`src/verilog/trdb_pkg.sv`:
```
// shared types and constants of the trace encoder
// XLEN is fixed at 32. the APB data width equals XLEN
package trdb_pkg;

    localparam int XLEN = 32;

    // meaningful widths
    typedef logic [XLEN-1:0] iaddr_t;
    typedef logic [XLEN-1:0] insn_t;

    // conditional branches
    localparam insn_t MASK_BEQ     = 32'h0000707f;
    localparam insn_t MATCH_BEQ    = 32'h00000063;
    localparam insn_t MASK_BNE     = 32'h0000707f;
    localparam insn_t MATCH_BNE    = 32'h00001063;
    localparam insn_t MASK_BLT     = 32'h0000707f;
    localparam insn_t MATCH_BLT    = 32'h00004063;
    localparam insn_t MASK_BGE     = 32'h0000707f;
    localparam insn_t MATCH_BGE    = 32'h00005063;
    localparam insn_t MASK_BLTU    = 32'h0000707f;
    localparam insn_t MATCH_BLTU   = 32'h00006063;
    localparam insn_t MASK_BGEU    = 32'h0000707f;
    localparam insn_t MATCH_BGEU   = 32'h00007063;
    // pulp immediate branches, in the funct3 slots left free by the base ISA
    localparam insn_t MASK_P_BEQIMM  = 32'h0000707f;
    localparam insn_t MATCH_P_BEQIMM = 32'h00002063;
    localparam insn_t MASK_P_BNEIMM  = 32'h0000707f;
    localparam insn_t MATCH_P_BNEIMM = 32'h00003063;
    // compressed branches, low half only
    localparam insn_t MASK_C_BEQZ  = 32'h0000e003;
    localparam insn_t MATCH_C_BEQZ = 32'h0000c001;
    localparam insn_t MASK_C_BNEZ  = 32'h0000e003;
    localparam insn_t MATCH_C_BNEZ = 32'h0000e001;
    // indirect jump
    localparam insn_t MASK_JALR    = 32'h0000707f;
    localparam insn_t MATCH_JALR   = 32'h00000067;

    // one retired instruction, 66 bits
    typedef struct packed {
        iaddr_t iaddr;
        insn_t  insn;
        logic   compressed;
        logic   exception;
    } retired_t;

    // tc is the older one, nc the newer one
    typedef struct packed {
        retired_t tc;
        retired_t nc;
        logic     tc_ready;
        logic     nc_ready;
    } pair_t;

    typedef struct packed {
        logic nc_branch;
        logic tc_branch_taken;
        logic nc_updiscon;
    } itype_t;

    localparam int MAP_LEN = 31;

    typedef logic [MAP_LEN-1:0] map_t;
    typedef logic [4:0]         bcnt_t;

    typedef enum logic [1:0] {
        PKT_BRANCH_FULL = 2'b01,
        PKT_DISCON      = 2'b10
    } pkt_fmt_e;

    typedef struct packed {
        pkt_fmt_e fmt;
        bcnt_t    bcnt;
        map_t     map;
        iaddr_t   iaddr;
    } packet_t;

    typedef struct packed {
        logic        psel;
        logic        penable;
        logic        pwrite;
        logic [3:0]  paddr;
        logic [31:0] pwdata;
    } apb_req_t;

    typedef struct packed {
        logic [31:0] prdata;
        logic        pready;
        logic        pslverr;
    } apb_rsp_t;

    // register map
    localparam logic [3:0] REG_CTRL    = 4'h0;
    localparam logic [3:0] REG_WIN_LO  = 4'h4;
    localparam logic [3:0] REG_WIN_HI  = 4'h8;
    localparam logic [3:0] REG_PKT_CNT = 4'hC;

    typedef enum logic {
        IDLE,
        ACCESS
    } apb_state_e;

endpackage
```
`src/verilog/trdb_top.sv`:
```
// trace encoder top, packet output has no back-pressure
// packets appear 2 cycles after the input, 3 for a deferred discon
`timescale 1ns/1ps

module trdb_top #(
    parameter int PKT_CNT_W = 16
) (
    input  logic               clk_i,
    input  logic               arst_n_i,
    input  logic               valid_i,
    input  trdb_pkg::retired_t retired_i,
    input  trdb_pkg::apb_req_t apb_i,
    output trdb_pkg::apb_rsp_t apb_o,
    output logic               pkt_valid_o,
    output trdb_pkg::packet_t  pkt_o
);

    trdb_pkg::pair_t  pair;
    trdb_pkg::itype_t itype;
    trdb_pkg::iaddr_t win_lo;
    trdb_pkg::iaddr_t win_hi;
    logic             update;
    logic             in_window;
    logic             enable;
    logic             pkt_emitted;

    // tc/nc pairing
    trdb_instr_pair pair_i (
        .clk_i     (clk_i),
        .arst_n_i  (arst_n_i),
        .valid_i   (valid_i),
        .retired_i (retired_i),
        .enable_i  (enable),
        .pair_o    (pair),
        .update_o  (update)
    );

    // both combinational on the pair
    trdb_itype_detector itype_detector_i (
        .pair_i  (pair),
        .itype_o (itype)
    );

    trdb_addr_filter addr_filter_i (
        .pair_i      (pair),
        .win_lo_i    (win_lo),
        .win_hi_i    (win_hi),
        .in_window_o (in_window)
    );

    trdb_packet_emitter packet_emitter_i (
        .clk_i         (clk_i),
        .arst_n_i      (arst_n_i),
        .update_i      (update),
        .itype_i       (itype),
        .in_window_i   (in_window),
        .pair_i        (pair),
        .pkt_valid_o   (pkt_valid_o),
        .pkt_o         (pkt_o),
        .pkt_emitted_o (pkt_emitted)
    );

    // software control
    trdb_apb_regs #(
        .PKT_CNT_W (PKT_CNT_W)
    ) apb_regs_i (
        .clk_i         (clk_i),
        .arst_n_i      (arst_n_i),
        .apb_i         (apb_i),
        .apb_o         (apb_o),
        .pkt_emitted_i (pkt_emitted),
        .enable_o      (enable),
        .win_lo_o      (win_lo),
        .win_hi_o      (win_hi)
    );

endmodule

```
`src/verilog/trdb_apb_regs.sv`:
```
// APB slave, pready tied high so every transfer takes two cycles
// PKT_CNT_W must not exceed 32; ctrl bit 1 clears the counter and reads 0
`timescale 1ns/1ps

module trdb_apb_regs #(
    parameter int PKT_CNT_W = 16
) (
    input  logic               clk_i,
    input  logic               arst_n_i,
    input  trdb_pkg::apb_req_t apb_i,
    output trdb_pkg::apb_rsp_t apb_o,
    input  logic               pkt_emitted_i,
    output logic               enable_o,
    output trdb_pkg::iaddr_t   win_lo_o,
    output trdb_pkg::iaddr_t   win_hi_o
);

    trdb_pkg::apb_state_e state_q;
    logic [PKT_CNT_W-1:0] pkt_cnt_q;
    logic                 access;
    logic                 addr_ok;
    logic                 slv_err;
    logic                 wr_en;
    logic [31:0]          rdata;

    // setup then access phase
    always_ff @(posedge clk_i or negedge arst_n_i) begin
        if (!arst_n_i) begin
            state_q <= trdb_pkg::IDLE;
        end else begin
            case (state_q)
                trdb_pkg::IDLE:   if (apb_i.psel && !apb_i.penable) state_q <= trdb_pkg::ACCESS;
                trdb_pkg::ACCESS: state_q <= trdb_pkg::IDLE;
                default:          state_q <= trdb_pkg::IDLE;
            endcase
        end
    end

    assign access = (state_q == trdb_pkg::ACCESS) && apb_i.psel && apb_i.penable;

    // address decode and read mux
    always_comb begin
        addr_ok = 1'b1;
        rdata   = '0;
        case (apb_i.paddr)
            trdb_pkg::REG_CTRL:    rdata = {31'b0, enable_o};
            trdb_pkg::REG_WIN_LO:  rdata = win_lo_o;
            trdb_pkg::REG_WIN_HI:  rdata = win_hi_o;
            trdb_pkg::REG_PKT_CNT: rdata = 32'(pkt_cnt_q);
            default:               addr_ok = 1'b0;
        endcase
    end

    // counter is read only
    assign slv_err = access && (!addr_ok ||
                     (apb_i.pwrite && apb_i.paddr == trdb_pkg::REG_PKT_CNT));
    assign wr_en   = access && apb_i.pwrite && !slv_err;

    assign apb_o.prdata  = rdata;
    assign apb_o.pready  = 1'b1;
    assign apb_o.pslverr = slv_err;

    always_ff @(posedge clk_i or negedge arst_n_i) begin
        if (!arst_n_i) begin
            enable_o  <= 1'b0;
            win_lo_o  <= '0;
            win_hi_o  <= '1;
            pkt_cnt_q <= '0;
        end else begin
            if (wr_en && apb_i.paddr == trdb_pkg::REG_CTRL) begin
                enable_o <= apb_i.pwdata[0];
            end
            if (wr_en && apb_i.paddr == trdb_pkg::REG_WIN_LO) begin
                win_lo_o <= apb_i.pwdata;
            end
            if (wr_en && apb_i.paddr == trdb_pkg::REG_WIN_HI) begin
                win_hi_o <= apb_i.pwdata;
            end
            // clear wins over a packet in the same cycle
            if (wr_en && apb_i.paddr == trdb_pkg::REG_CTRL && apb_i.pwdata[1]) begin
                pkt_cnt_q <= '0;
            end else if (pkt_emitted_i && pkt_cnt_q != '1) begin
                // saturating
                pkt_cnt_q <= pkt_cnt_q + 1'b1;
            end
        end
    end

endmodule

```
`src/verilog/trdb_packet_emitter.sv`:
```
// builds the branch map and emits full and discontinuity packets
// at most one packet per cycle, a second one waits in a one-entry slot
`timescale 1ns/1ps

module trdb_packet_emitter (
    input  logic              clk_i,
    input  logic              arst_n_i,
    input  logic              update_i,
    input  trdb_pkg::itype_t  itype_i,
    input  logic              in_window_i,
    input  trdb_pkg::pair_t   pair_i,
    output logic              pkt_valid_o,
    output trdb_pkg::packet_t pkt_o,
    output logic              pkt_emitted_o
);

    logic              pending_q;
    trdb_pkg::map_t    map_q;
    trdb_pkg::bcnt_t   cnt_q;
    logic              slot_valid_q;
    trdb_pkg::packet_t slot_q;

    logic              take;
    logic              append;
    trdb_pkg::map_t    map_upd;
    trdb_pkg::bcnt_t   cnt_upd;
    logic              full_due;
    logic              discon_due;
    trdb_pkg::packet_t full_pkt;
    trdb_pkg::packet_t discon_pkt;
    logic              emit;
    trdb_pkg::packet_t emit_pkt;
    logic              slot_load;

    // repeated address, pair is skipped
    assign take = update_i &&
                  !(pair_i.tc_ready && pair_i.nc_ready && pair_i.tc.iaddr == pair_i.nc.iaddr);
    // verdict for the previous in-window branch is known once tc is valid
    assign append = take && pending_q && pair_i.tc_ready;

    always_comb begin
        map_upd = map_q;
        if (append) begin
            map_upd[cnt_q] = itype_i.tc_branch_taken;
        end
        cnt_upd    = cnt_q + trdb_pkg::bcnt_t'(append);
        full_due   = take && (cnt_upd == trdb_pkg::bcnt_t'(trdb_pkg::MAP_LEN));
        discon_due = take && itype_i.nc_updiscon && in_window_i;

        full_pkt = '{fmt: trdb_pkg::PKT_BRANCH_FULL, bcnt: cnt_upd, map: map_upd,
                     iaddr: pair_i.tc.iaddr};
        // after a full packet the map starts empty
        discon_pkt = '{fmt: trdb_pkg::PKT_DISCON,
                       bcnt: full_due ? '0 : cnt_upd,
                       map: full_due ? '0 : map_upd,
                       iaddr: pair_i.nc.iaddr};

        // oldest first: slot, then full, then discon
        emit      = 1'b0;
        emit_pkt  = slot_q;
        slot_load = 1'b0;
        if (slot_valid_q) begin
            // map was just cleared, so only a discon can be new here
            emit      = 1'b1;
            slot_load = discon_due;
        end else if (full_due) begin
            emit      = 1'b1;
            emit_pkt  = full_pkt;
            slot_load = discon_due;
        end else if (discon_due) begin
            emit      = 1'b1;
            emit_pkt  = discon_pkt;
        end
    end

    always_ff @(posedge clk_i or negedge arst_n_i) begin
        if (!arst_n_i) begin
            pending_q    <= 1'b0;
            map_q        <= '0;
            cnt_q        <= '0;
            slot_valid_q <= 1'b0;
            pkt_valid_o  <= 1'b0;
        end else begin
            pkt_valid_o  <= emit;
            slot_valid_q <= slot_load;
            if (take) begin
                pending_q <= itype_i.nc_branch && in_window_i;
                // any packet empties the map
                if (full_due || discon_due) begin
                    map_q <= '0;
                    cnt_q <= '0;
                end else begin
                    map_q <= map_upd;
                    cnt_q <= cnt_upd;
                end
            end
        end
    end

    // packet payload
    always_ff @(posedge clk_i) begin
        if (emit) begin
            pkt_o <= emit_pkt;
        end
        if (slot_load) begin
            slot_q <= discon_pkt;
        end
    end

    // one pulse per packet for the counter
    assign pkt_emitted_o = pkt_valid_o;

endmodule

```
`src/verilog/trdb_addr_filter.sv`:
```
// trace window check on the nc address, both bounds inclusive
// a window with lo above hi filters everything out
`timescale 1ns/1ps

module trdb_addr_filter (
    input  trdb_pkg::pair_t  pair_i,
    input  trdb_pkg::iaddr_t win_lo_i,
    input  trdb_pkg::iaddr_t win_hi_i,
    output logic             in_window_o
);

    logic above_lo;
    logic below_hi;

    // unsigned compares
    assign above_lo = pair_i.nc.iaddr >= win_lo_i;
    assign below_hi = pair_i.nc.iaddr <= win_hi_i;

    // empty nc slot never counts
    assign in_window_o = pair_i.nc_ready && above_lo && below_hi;

endmodule

```
`src/verilog/trdb_itype_detector.sv`:
```
// classifies the nc instruction and the control flow from tc to nc
// compressed jumps are expected to arrive decompressed
`timescale 1ns/1ps

module trdb_itype_detector (
    input  trdb_pkg::pair_t  pair_i,
    output trdb_pkg::itype_t itype_o
);

    trdb_pkg::insn_t  insn;
    trdb_pkg::iaddr_t seq_addr;
    logic             both_ready;
    logic             same_instr;
    logic             is_branch;
    logic             is_jalr;

    assign insn       = pair_i.nc.insn;
    assign both_ready = pair_i.tc_ready && pair_i.nc_ready;
    // repeated address, e.g. a retired instruction reported twice
    assign same_instr = both_ready && (pair_i.tc.iaddr == pair_i.nc.iaddr);

    // mask/match against all conditional branch encodings
    assign is_branch =
        ((insn & trdb_pkg::MASK_BEQ)      == trdb_pkg::MATCH_BEQ)      ||
        ((insn & trdb_pkg::MASK_BNE)      == trdb_pkg::MATCH_BNE)      ||
        ((insn & trdb_pkg::MASK_BLT)      == trdb_pkg::MATCH_BLT)      ||
        ((insn & trdb_pkg::MASK_BGE)      == trdb_pkg::MATCH_BGE)      ||
        ((insn & trdb_pkg::MASK_BLTU)     == trdb_pkg::MATCH_BLTU)     ||
        ((insn & trdb_pkg::MASK_BGEU)     == trdb_pkg::MATCH_BGEU)     ||
        ((insn & trdb_pkg::MASK_P_BEQIMM) == trdb_pkg::MATCH_P_BEQIMM) ||
        ((insn & trdb_pkg::MASK_P_BNEIMM) == trdb_pkg::MATCH_P_BNEIMM) ||
        ((insn & trdb_pkg::MASK_C_BEQZ)   == trdb_pkg::MATCH_C_BEQZ)   ||
        ((insn & trdb_pkg::MASK_C_BNEZ)   == trdb_pkg::MATCH_C_BNEZ);

    assign is_jalr = (insn & trdb_pkg::MASK_JALR) == trdb_pkg::MATCH_JALR;

    // next sequential address after tc
    assign seq_addr = pair_i.tc.iaddr + (pair_i.tc.compressed ? 32'd2 : 32'd4);

    assign itype_o.nc_branch       = is_branch && pair_i.nc_ready && !same_instr;
    assign itype_o.tc_branch_taken = both_ready && !same_instr && (pair_i.nc.iaddr != seq_addr);
    // uninferable: target held in a register, or trap
    assign itype_o.nc_updiscon     = (is_jalr || pair_i.nc.exception)
                                     && pair_i.nc_ready && !same_instr;

endmodule

```
`src/verilog/trdb_instr_pair.sv`:
```
// keeps the last two retired instructions, no back-pressure on the core side
// input while disabled is dropped and the slots stay empty
`timescale 1ns/1ps

module trdb_instr_pair (
    input  logic               clk_i,
    input  logic               arst_n_i,
    input  logic               valid_i,
    input  trdb_pkg::retired_t retired_i,
    input  logic               enable_i,
    output trdb_pkg::pair_t    pair_o,
    output logic               update_o
);

    trdb_pkg::retired_t tc_q;
    trdb_pkg::retired_t nc_q;
    logic               tc_ready_q;
    logic               nc_ready_q;
    logic               accept;

    assign accept = valid_i && enable_i;

    // ready flags and update strobe
    always_ff @(posedge clk_i or negedge arst_n_i) begin
        if (!arst_n_i) begin
            tc_ready_q <= 1'b0;
            nc_ready_q <= 1'b0;
            update_o   <= 1'b0;
        end else if (!enable_i) begin
            // empty slots, so restart gives no taken verdict
            tc_ready_q <= 1'b0;
            nc_ready_q <= 1'b0;
            update_o   <= 1'b0;
        end else begin
            update_o <= accept;
            if (accept) begin
                tc_ready_q <= nc_ready_q;
                nc_ready_q <= 1'b1;
            end
        end
    end

    // instruction payload, shifts nc into tc
    always_ff @(posedge clk_i) begin
        if (accept) begin
            tc_q <= nc_q;
            nc_q <= retired_i;
        end
    end

    assign pair_o = '{tc: tc_q, nc: nc_q, tc_ready: tc_ready_q, nc_ready: nc_ready_q};

endmodule

```
`config.mk`:
```
export PLATFORM = sky130hd
export DESIGN_NAME = trdb_top
export DESIGN_NICKNAME = d
export VERILOG_FILES = /design/src/verilog/trdb_pkg.sv /design/src/verilog/trdb_top.sv /design/src/verilog/trdb_apb_regs.sv /design/src/verilog/trdb_packet_emitter.sv /design/src/verilog/trdb_addr_filter.sv /design/src/verilog/trdb_itype_detector.sv /design/src/verilog/trdb_instr_pair.sv
export SDC_FILE = /design/constraint.sdc
export NUM_CORES = 1
export LEC_CHECK = 0
export ABC_AREA = 1
export BUFFER_PORTS_ARGS = -buffer_cell sky130_fd_sc_hd__clkbuf_2
export CAP_MARGIN = 40
export CORE_ASPECT_RATIO = 1.75
export CORE_MARGIN = 10
export CORE_UTILIZATION = 59
export CTS_CLUSTER_SIZE = 14
export DETAILED_ROUTE_END_ITERATION = 10
export GPL_TIMING_DRIVEN = 0
export PLACE_DENSITY = 0.89
export SKIP_CTS_REPAIR_TIMING = 1
export SLEW_MARGIN = 20
export SYNTH_ARGS = -nofsm -noshare
export SYNTH_HDL_FRONTEND = slang
export SYNTH_SLANG_ARGS = --single-unit
export TNS_END_PERCENT = 10
```
`constraint.sdc`:
```
create_clock -name clk_i -period 7.85 [get_ports clk_i]
set_input_delay 1.57 -clock clk_i [delete_from_list [all_inputs] [get_ports clk_i]]
set_output_delay 1.57 -clock clk_i [all_outputs]
set_load 0.01 [all_outputs]
```
==> metrics, run 1 <==
HPWL after DPL 33.84 mm; slew margin rel. 51.30%; fraction of layout cells with a size suffix above 1 15.40%; CP bufs+invs 5; # port buffers 190; vias in the first global route 14360; GPL Wtd Cong 0.9409; worst-margin pin slew 0.7241 ns; Inserted Clock Buffers 29; DR pass1 iterations 5; gr usage total 24.67%; # setup viols final 0; Die Y 244.6 um; Fmax achieved 176.4 MHz; count of pins over their slew limit 0; synthesized instance count 1809; Synth Flop Type edfxtp_1; via count 13950; clock skew 0.01871 ns; Remaining DRCs 0; drt first-iter violations 960; worst r2r src pair_i.pair_o[67]$_DFFE_PP_; VDD IR max 0.1866 mV; num ports 213; clk root buf clkbuf_16; CP Data Required Time 6.28 ns; Setup CP Type in2out; max_cap viols 0; hold endpoint pair_i.pair_o[69]$_DFFE_PP_; Design Power 0.003374 W; largest net degree at the start of global routing 67; CP Launch Type primary input; min Tclk post-route 5.671 ns; distinct cell type count after synthesis 48; number of synthesized flops with an enable pin 216; antenna cells 0; Clock Path Buffers 3; worst-path fanout max 10; drt wl/cell 18.50 um; Yosys reg bits 340; asr flop ratio synth 36.47%; hold slack 0.4222 ns; Net Count, Synth 1987; cells along the critical path clkbuf_2 > nor2_1 > inv_1 > nor3_2 > clkinv_1 > clkbuf_1 > o22ai_1 > clkbuf_2; Synth area leader edfxtp_1; die footprint 0.03628 sq mm; Final WS setup 2.180 ns; Yosys top cell area share 38.14%; Hold Crit Class reg2reg; pre-CTS WS 2.399 ns; grt ovf 0; RSZ-0062 raised after global routing false; Clock Sinks 340; Worst path max stage delay 0.54 ns; status complete, no violations; slowest CP cell clkinv_1; area growth from synthesis to layout 14.61%; Final Net Count 2214; Die X 148.3 um; share of the yosys chip area belonging to registers 56.62%; DR vias/cell 5.725; Initial Utilization 59.62%; Synth Warn # 0; CP Capture Type output pin; Crit path max-delay family buffers and inverters; DRT Wirelength 45.10 mm; clk_lat worst skew 0.57 ns; remaining antenna violation count 0; CP dominant cell by count clkbuf_2; FF-to-FF path depth 19; Final Util 68.34%; flop2flop setup slack 2.93 ns; Hold Path Origin pair_i.pair_o[3]$_DFFE_PP_; H-Tree Level Count 1; Final Hold Vio Count 0; TritonCTS clock tree built; crit share post-route 72.24%; Power Density 173.1 mW/mm^2; Placed Instance Area 0.01860 sq mm; final instance area 0.01949 sq mm; Mapped Area 0.01701 sq mm; Row Count 82; Static Leak 7.983 nW; antenna violations before repair 0; largest cells by area after synthesis edfxtp_1 (38%), dfrtp_1 (14%), nand2_1 (9.9%); clock-pin slew of the registers on the worst-case setup and hold paths 0.07 ns; global-route wire length before repair 72.02 mm; r2r endpoint packet_emitter_i.pkt_o[32]$_DFFE_PP_; hold path cells 0; core area 0.02852 sq mm; syn_area_per_cell 9.401 sq um; arrival time worst endpoint 4.10 ns
## layout make-up
type	count	area, sq um
Buffer	61	287.8
Tap cell	378	473.0
Clock buffer	50	843.3
Clock inverter	4	48.80
Sequential cell	340	9629
Fill cell	2190	9031
Inverter	194	730.7
Timing Repair Buffer	196	1102
Multi-Input combinational cell	1214	6376
## how the worst max path moves through the flow
stage	start	end	slack, ns	cells past startpoint
2_1_floorplan	pair_i.pair_o[58]$_DFFE_PP_	packet_emitter_i.slot_q[0]$_DFFE_PP_	1.68	19
4_1_cts	apb_i[33]	apb_o[33]	2.39	8
5_1_grt	apb_i[33]	apb_o[33]	2.22	8
6_report	apb_i[33]	apb_o[33]	2.18	8
3_3_place_gp	pair_i.pair_o[67]$_DFFE_PP_	packet_emitter_i.slot_valid_q$_DFF_PN0_	-0.86	18
3_5_place_dp	apb_i[33]	apb_o[33]	2.40	8
## state kept, by name (all words and copies together) (netlist names), 5 cells and up
name	flops
pair_i.pair_o	78
apb_regs_i.win_hi_o	32
packet_emitter_i.pkt_o	70
packet_emitter_i.map_q	31
apb_regs_i.pkt_cnt_q	16
packet_emitter_i.cnt_q	5
packet_emitter_i.slot_q	68
apb_regs_i.win_lo_o	32
## Yosys cell counts, types with 2 or more instances
| cell | count |
|---|---|
| xnor2_1 | 24 |
| o21a_1 | 4 |
| buf_4 | 8 |
| dfstp_2 | 32 |
| nand3_1 | 73 |
| a211oi_1 | 2 |
| nor4_1 | 2 |
| o21ai_0 | 123 |
| a21o_1 | 2 |
| o22ai_1 | 17 |
| nand3_2 | 3 |
| o21bai_1 | 37 |
| inv_1 | 191 |
| edfxtp_1 | 216 |
| nand2_2 | 2 |
| clkbuf_1 | 30 |
| inv_2 | 2 |
| a22oi_1 | 33 |
| o221ai_1 | 15 |
| o21ai_1 | 31 |
| nor3_1 | 16 |
| xor2_1 | 19 |
| buf_2 | 22 |
| dfrtp_1 | 92 |
| nor2_2 | 4 |
| a21oi_1 | 37 |
| a221oi_1 | 2 |
| nand2_1 | 449 |
| nor2_4 | 3 |
| nand3b_1 | 5 |
| and2_1 | 2 |
| ha_1 | 69 |
| nor2_1 | 207 |
| nand4_1 | 21 |
## cells by family (layout without fill, tap and decap cells)
family / Yosys count / after routing / share of synthesized area [%]
and+or+nand+nor: 791 / 791 / 19.05
other: 1 / 1 / 0.02205
AOI/OAI and AO/OA: 309 / 309 / 10.93
DFF: 340 / 340 / 56.62
xor gates and xnor gates: 43 / 43 / 2.215
adders and majority gates: 70 / 70 / 5.194
buffers and inverters: 255 / 505 / 5.974
## cells in the final DEF, fill, tap and decap left out, types with 17 or more instances in the layout
master,Yosys,layout
nand4_1,21,21
edfxtp_1,216,216
clkbuf_16,0,30
dfstp_2,32,32
xnor2_1,24,24
o21ai_1,31,31
o21ai_0,123,123
xor2_1,19,19
o22ai_1,17,17
ha_1,69,69
o21bai_1,37,37
nor2_1,207,206
clkbuf_1,30,47
inv_1,191,190
dfrtp_1,92,92
clkbuf_2,1,190
nand2_1,449,448
nand3_1,73,73
a22oi_1,33,33
a21oi_1,37,37
buf_2,22,22
## per-stage QoR
step | setup TNS (ns) | instances
3_5_place_dp | 0 | 2383
6_report | 0 | 2437
3_3_place_gp | -57.50 | 2377
5_1_grt | 0 | 2437
4_1_cts | 0 | 2437
2_1_floorplan | 0 | 1809
## where the power goes
group          total [W]  leakage (nW)  switching, W  internal [W]
Clock            0.00139         0.431      0.000631      0.000761
Sequential       0.00191          3.36    0.00000521       0.00190
Combinational  0.0000775          4.19     0.0000477     0.0000299
Total            0.00337          7.98      0.000684       0.00269
## worst register-to-register path, cell delays in order, from the launching register on
cell	delay, ns
edfxtp_1	0.51
xnor2_1	0.34
nand2_1	0.12
nor3_1	0.29
nand2_1	0.10
nor2_1	0.15
nand3_1	0.14
nand2_2	0.14
nor2_2	0.08
ha_1	0.20
ha_1	0.21
xor2_1	0.35
nand3_1	0.12
nor2_1	0.17
nand4_2	0.31
nand2_1	0.15
inv_1	0.18
clkbuf_2	0.28
nand2_4	0.44
buf_12	0.29
## metal layers
metal / share of wire [%] / GRT usage (%)
met1: 33 / 25.04
met2: 53 / 44.83
met3: 6.6 / 3.754
met4: 7.3 / 17.52
met5: 0 / 0
Note: power is estimated with default switching activity, not from simulation.
==> inputs of run 2 (changes only) <==
==> constraint.sdc (replaced) <==
create_clock -name clk_i -period 5.9 [get_ports clk_i]
set_input_delay 1.18 -clock clk_i [delete_from_list [all_inputs] [get_ports clk_i]]
set_output_delay 1.18 -clock clk_i [all_outputs]
set_load 0.01 [all_outputs]
==> run 2 against run 1 <==
  * Sequential share of layout area shrank 0.20 points
  * Total power rose by 37%
  * First-iteration DRC count up 13%
  * Count of clock-buffer cells in the layout up 1
  * Via count is 0.20% lower
  * Sequential power grew 32%
  * Largest cell class unchanged
==> metrics, run 2 (synthesized netlist as in run 1, its figures left out) <==
Design Power 0.004624 W; met1 global-route usage 25.19%; DRT Wirelength 45.89 mm; area of the multi-input gates 0.006376 sq mm; min Tclk post-route 5.130 ns; clock-pin slew of the registers on the worst-case setup and hold paths 0.06 ns; max_cap viols 0; drt wl/cell 18.81 um; Hold Crit Class reg2reg; GPL Wtd Cong 0.9664; HPWL after DPL 34.27 mm; gr usage total 24.87%; TritonCTS clock tree built; largest net degree at the start of global routing 72; clock skew 0.02262 ns; Fmax achieved 194.9 MHz; CP Launch Type flop; Reg area 0.009629 sq mm; DR vias/cell 5.706; CP Capture Type flop; clk root buf clkbuf_16; remaining antenna violation count 0; Final Util 68.61%; core area 0.02852 sq mm; VDD IR max 0.2349 mV; Inserted Clock Buffers 31; Final Net Count 2215; status complete, no violations; # setup viols final 0; Placed Cells incl. Taps 2382; Setup CP Type reg2reg; Fin Setup TNS 0 ns; fill count 2147; vias in the first global route 14380; Non-Filler Instances 2440; Remaining DRCs 0; met2 Use GR 45.27%; antenna cells 0; Die X 148.3 um; most frequent cells in the layout nand2_1 (448), edfxtp_1 (216), nor2_1 (206); Row Count 82; area growth from synthesis to layout 15.07%; DR pass1 iterations 5; GR Layer Usage met3 3.846%; most crowded layer after global routing met2; die footprint 0.03628 sq mm; Power Density 236.3 mW/mm^2; fraction of layout cells with a size suffix above 1 15.81%; Static Leak 8.033 nW; CP Data Required Time 6.17 ns; Clock Sinks 340; global-route wire length before repair 72.80 mm; drt first-iter violations 1088; # port buffers 190; Final Hold Vio Count 0; arrival time worst endpoint 5.40 ns; grt ovf 0; count of pins over their slew limit 0; Clock Path Buffers 3; most common cell after layout, fill and taps aside nand2_1; antenna violations before repair 0; Die Y 244.6 um; worst-path fanout max 25; slew margin rel. 43.96%; crit share post-route 86.94%; H-Tree Level Count 1; RSZ-0062 raised after global routing false; via count 13920; Initial Utilization 59.62%; num ports 213; Final WS setup 0.7703 ns; pre-CTS WS 0.8786 ns; clk_lat worst skew 0.58 ns; worst-margin pin slew 0.8386 ns; max reg flops 78
==> run 2: final timing paths <==
check	start	to	slack [ns]	cells past startpoint
min in group asynchronous	arst_n_i	apb_regs_i.win_lo_o[7]$_DFFE_PN0P_	0.59	1
max in group asynchronous	arst_n_i	packet_emitter_i.map_q[28]$_DFFE_PN0N_	4.59	2
worst min-delay path	pair_i.pair_o[3]$_DFFE_PP_	pair_i.pair_o[69]$_DFFE_PP_	0.42	0
worst max-delay path	pair_i.pair_o[38]$_DFFE_PP_	packet_emitter_i.slot_q[18]$_DFFE_PP_	0.77	19
worst max register to register	pair_i.pair_o[38]$_DFFE_PP_	packet_emitter_i.slot_q[18]$_DFFE_PP_	0.77	19
worst min register to register	pair_i.pair_o[3]$_DFFE_PP_	pair_i.pair_o[69]$_DFFE_PP_	0.42	0
==> run 2: area by class of cell <==
class                           count  area share, %
Clock inverter                      7         0.2430
Inverter                          194          3.734
Buffer                             61          1.470
Clock buffer                       51          4.859
Sequential cell                   340          49.20
Multi-Input combinational cell   1214          32.58
Timing Repair Buffer              195          5.492
Tap cell                          378          2.417
==> run 2: critical path: stages, from the launching register on <==
cell	delay [ns]
edfxtp_1	0.55
xnor2_1	0.22
nand2_1	0.07
nor3_1	0.34
nand2_1	0.14
nor2_1	0.15
nand3_1	0.14
nand2_2	0.14
nor2_2	0.07
ha_1	0.19
ha_1	0.21
xor2_1	0.39
nand3_1	0.12
nor2_1	0.17
nand4_2	0.32
nand2_1	0.14
inv_1	0.18
clkbuf_2	0.28
nor2_4	0.68
buf_12	0.28
==> run 2: where the power goes <==
group,switching [W],internal (W),leakage [nW]
registers,0.00000680,0.00253,3.36
clock network,0.000882,0.00110,0.493
logic,0.0000640,0.0000398,4.18
==> run 2: per-stage QoR <==
step / area (sq um) / hold slack [ns]
finish: 19570 / 0.4223
global route: 19570 / 0.4381
CTS: 19570 / 0.4246
detailed placement: 18570 / 0.4102
global placement: 18430 / 0.4038
floorplan: 17010 / 0.4003
==> run 2: per-layer routing <==
metal | wire length (um) | part of all wire, % | vias to the layer above
met1 | 15430 | 34 | 6464
met3 | 2744 | 6.0 | 221
met2 | 24330 | 53 | 713
met5 | 0 | 0 | -
met4 | 3390 | 7.4 | 0
li1 | - | - | 6525
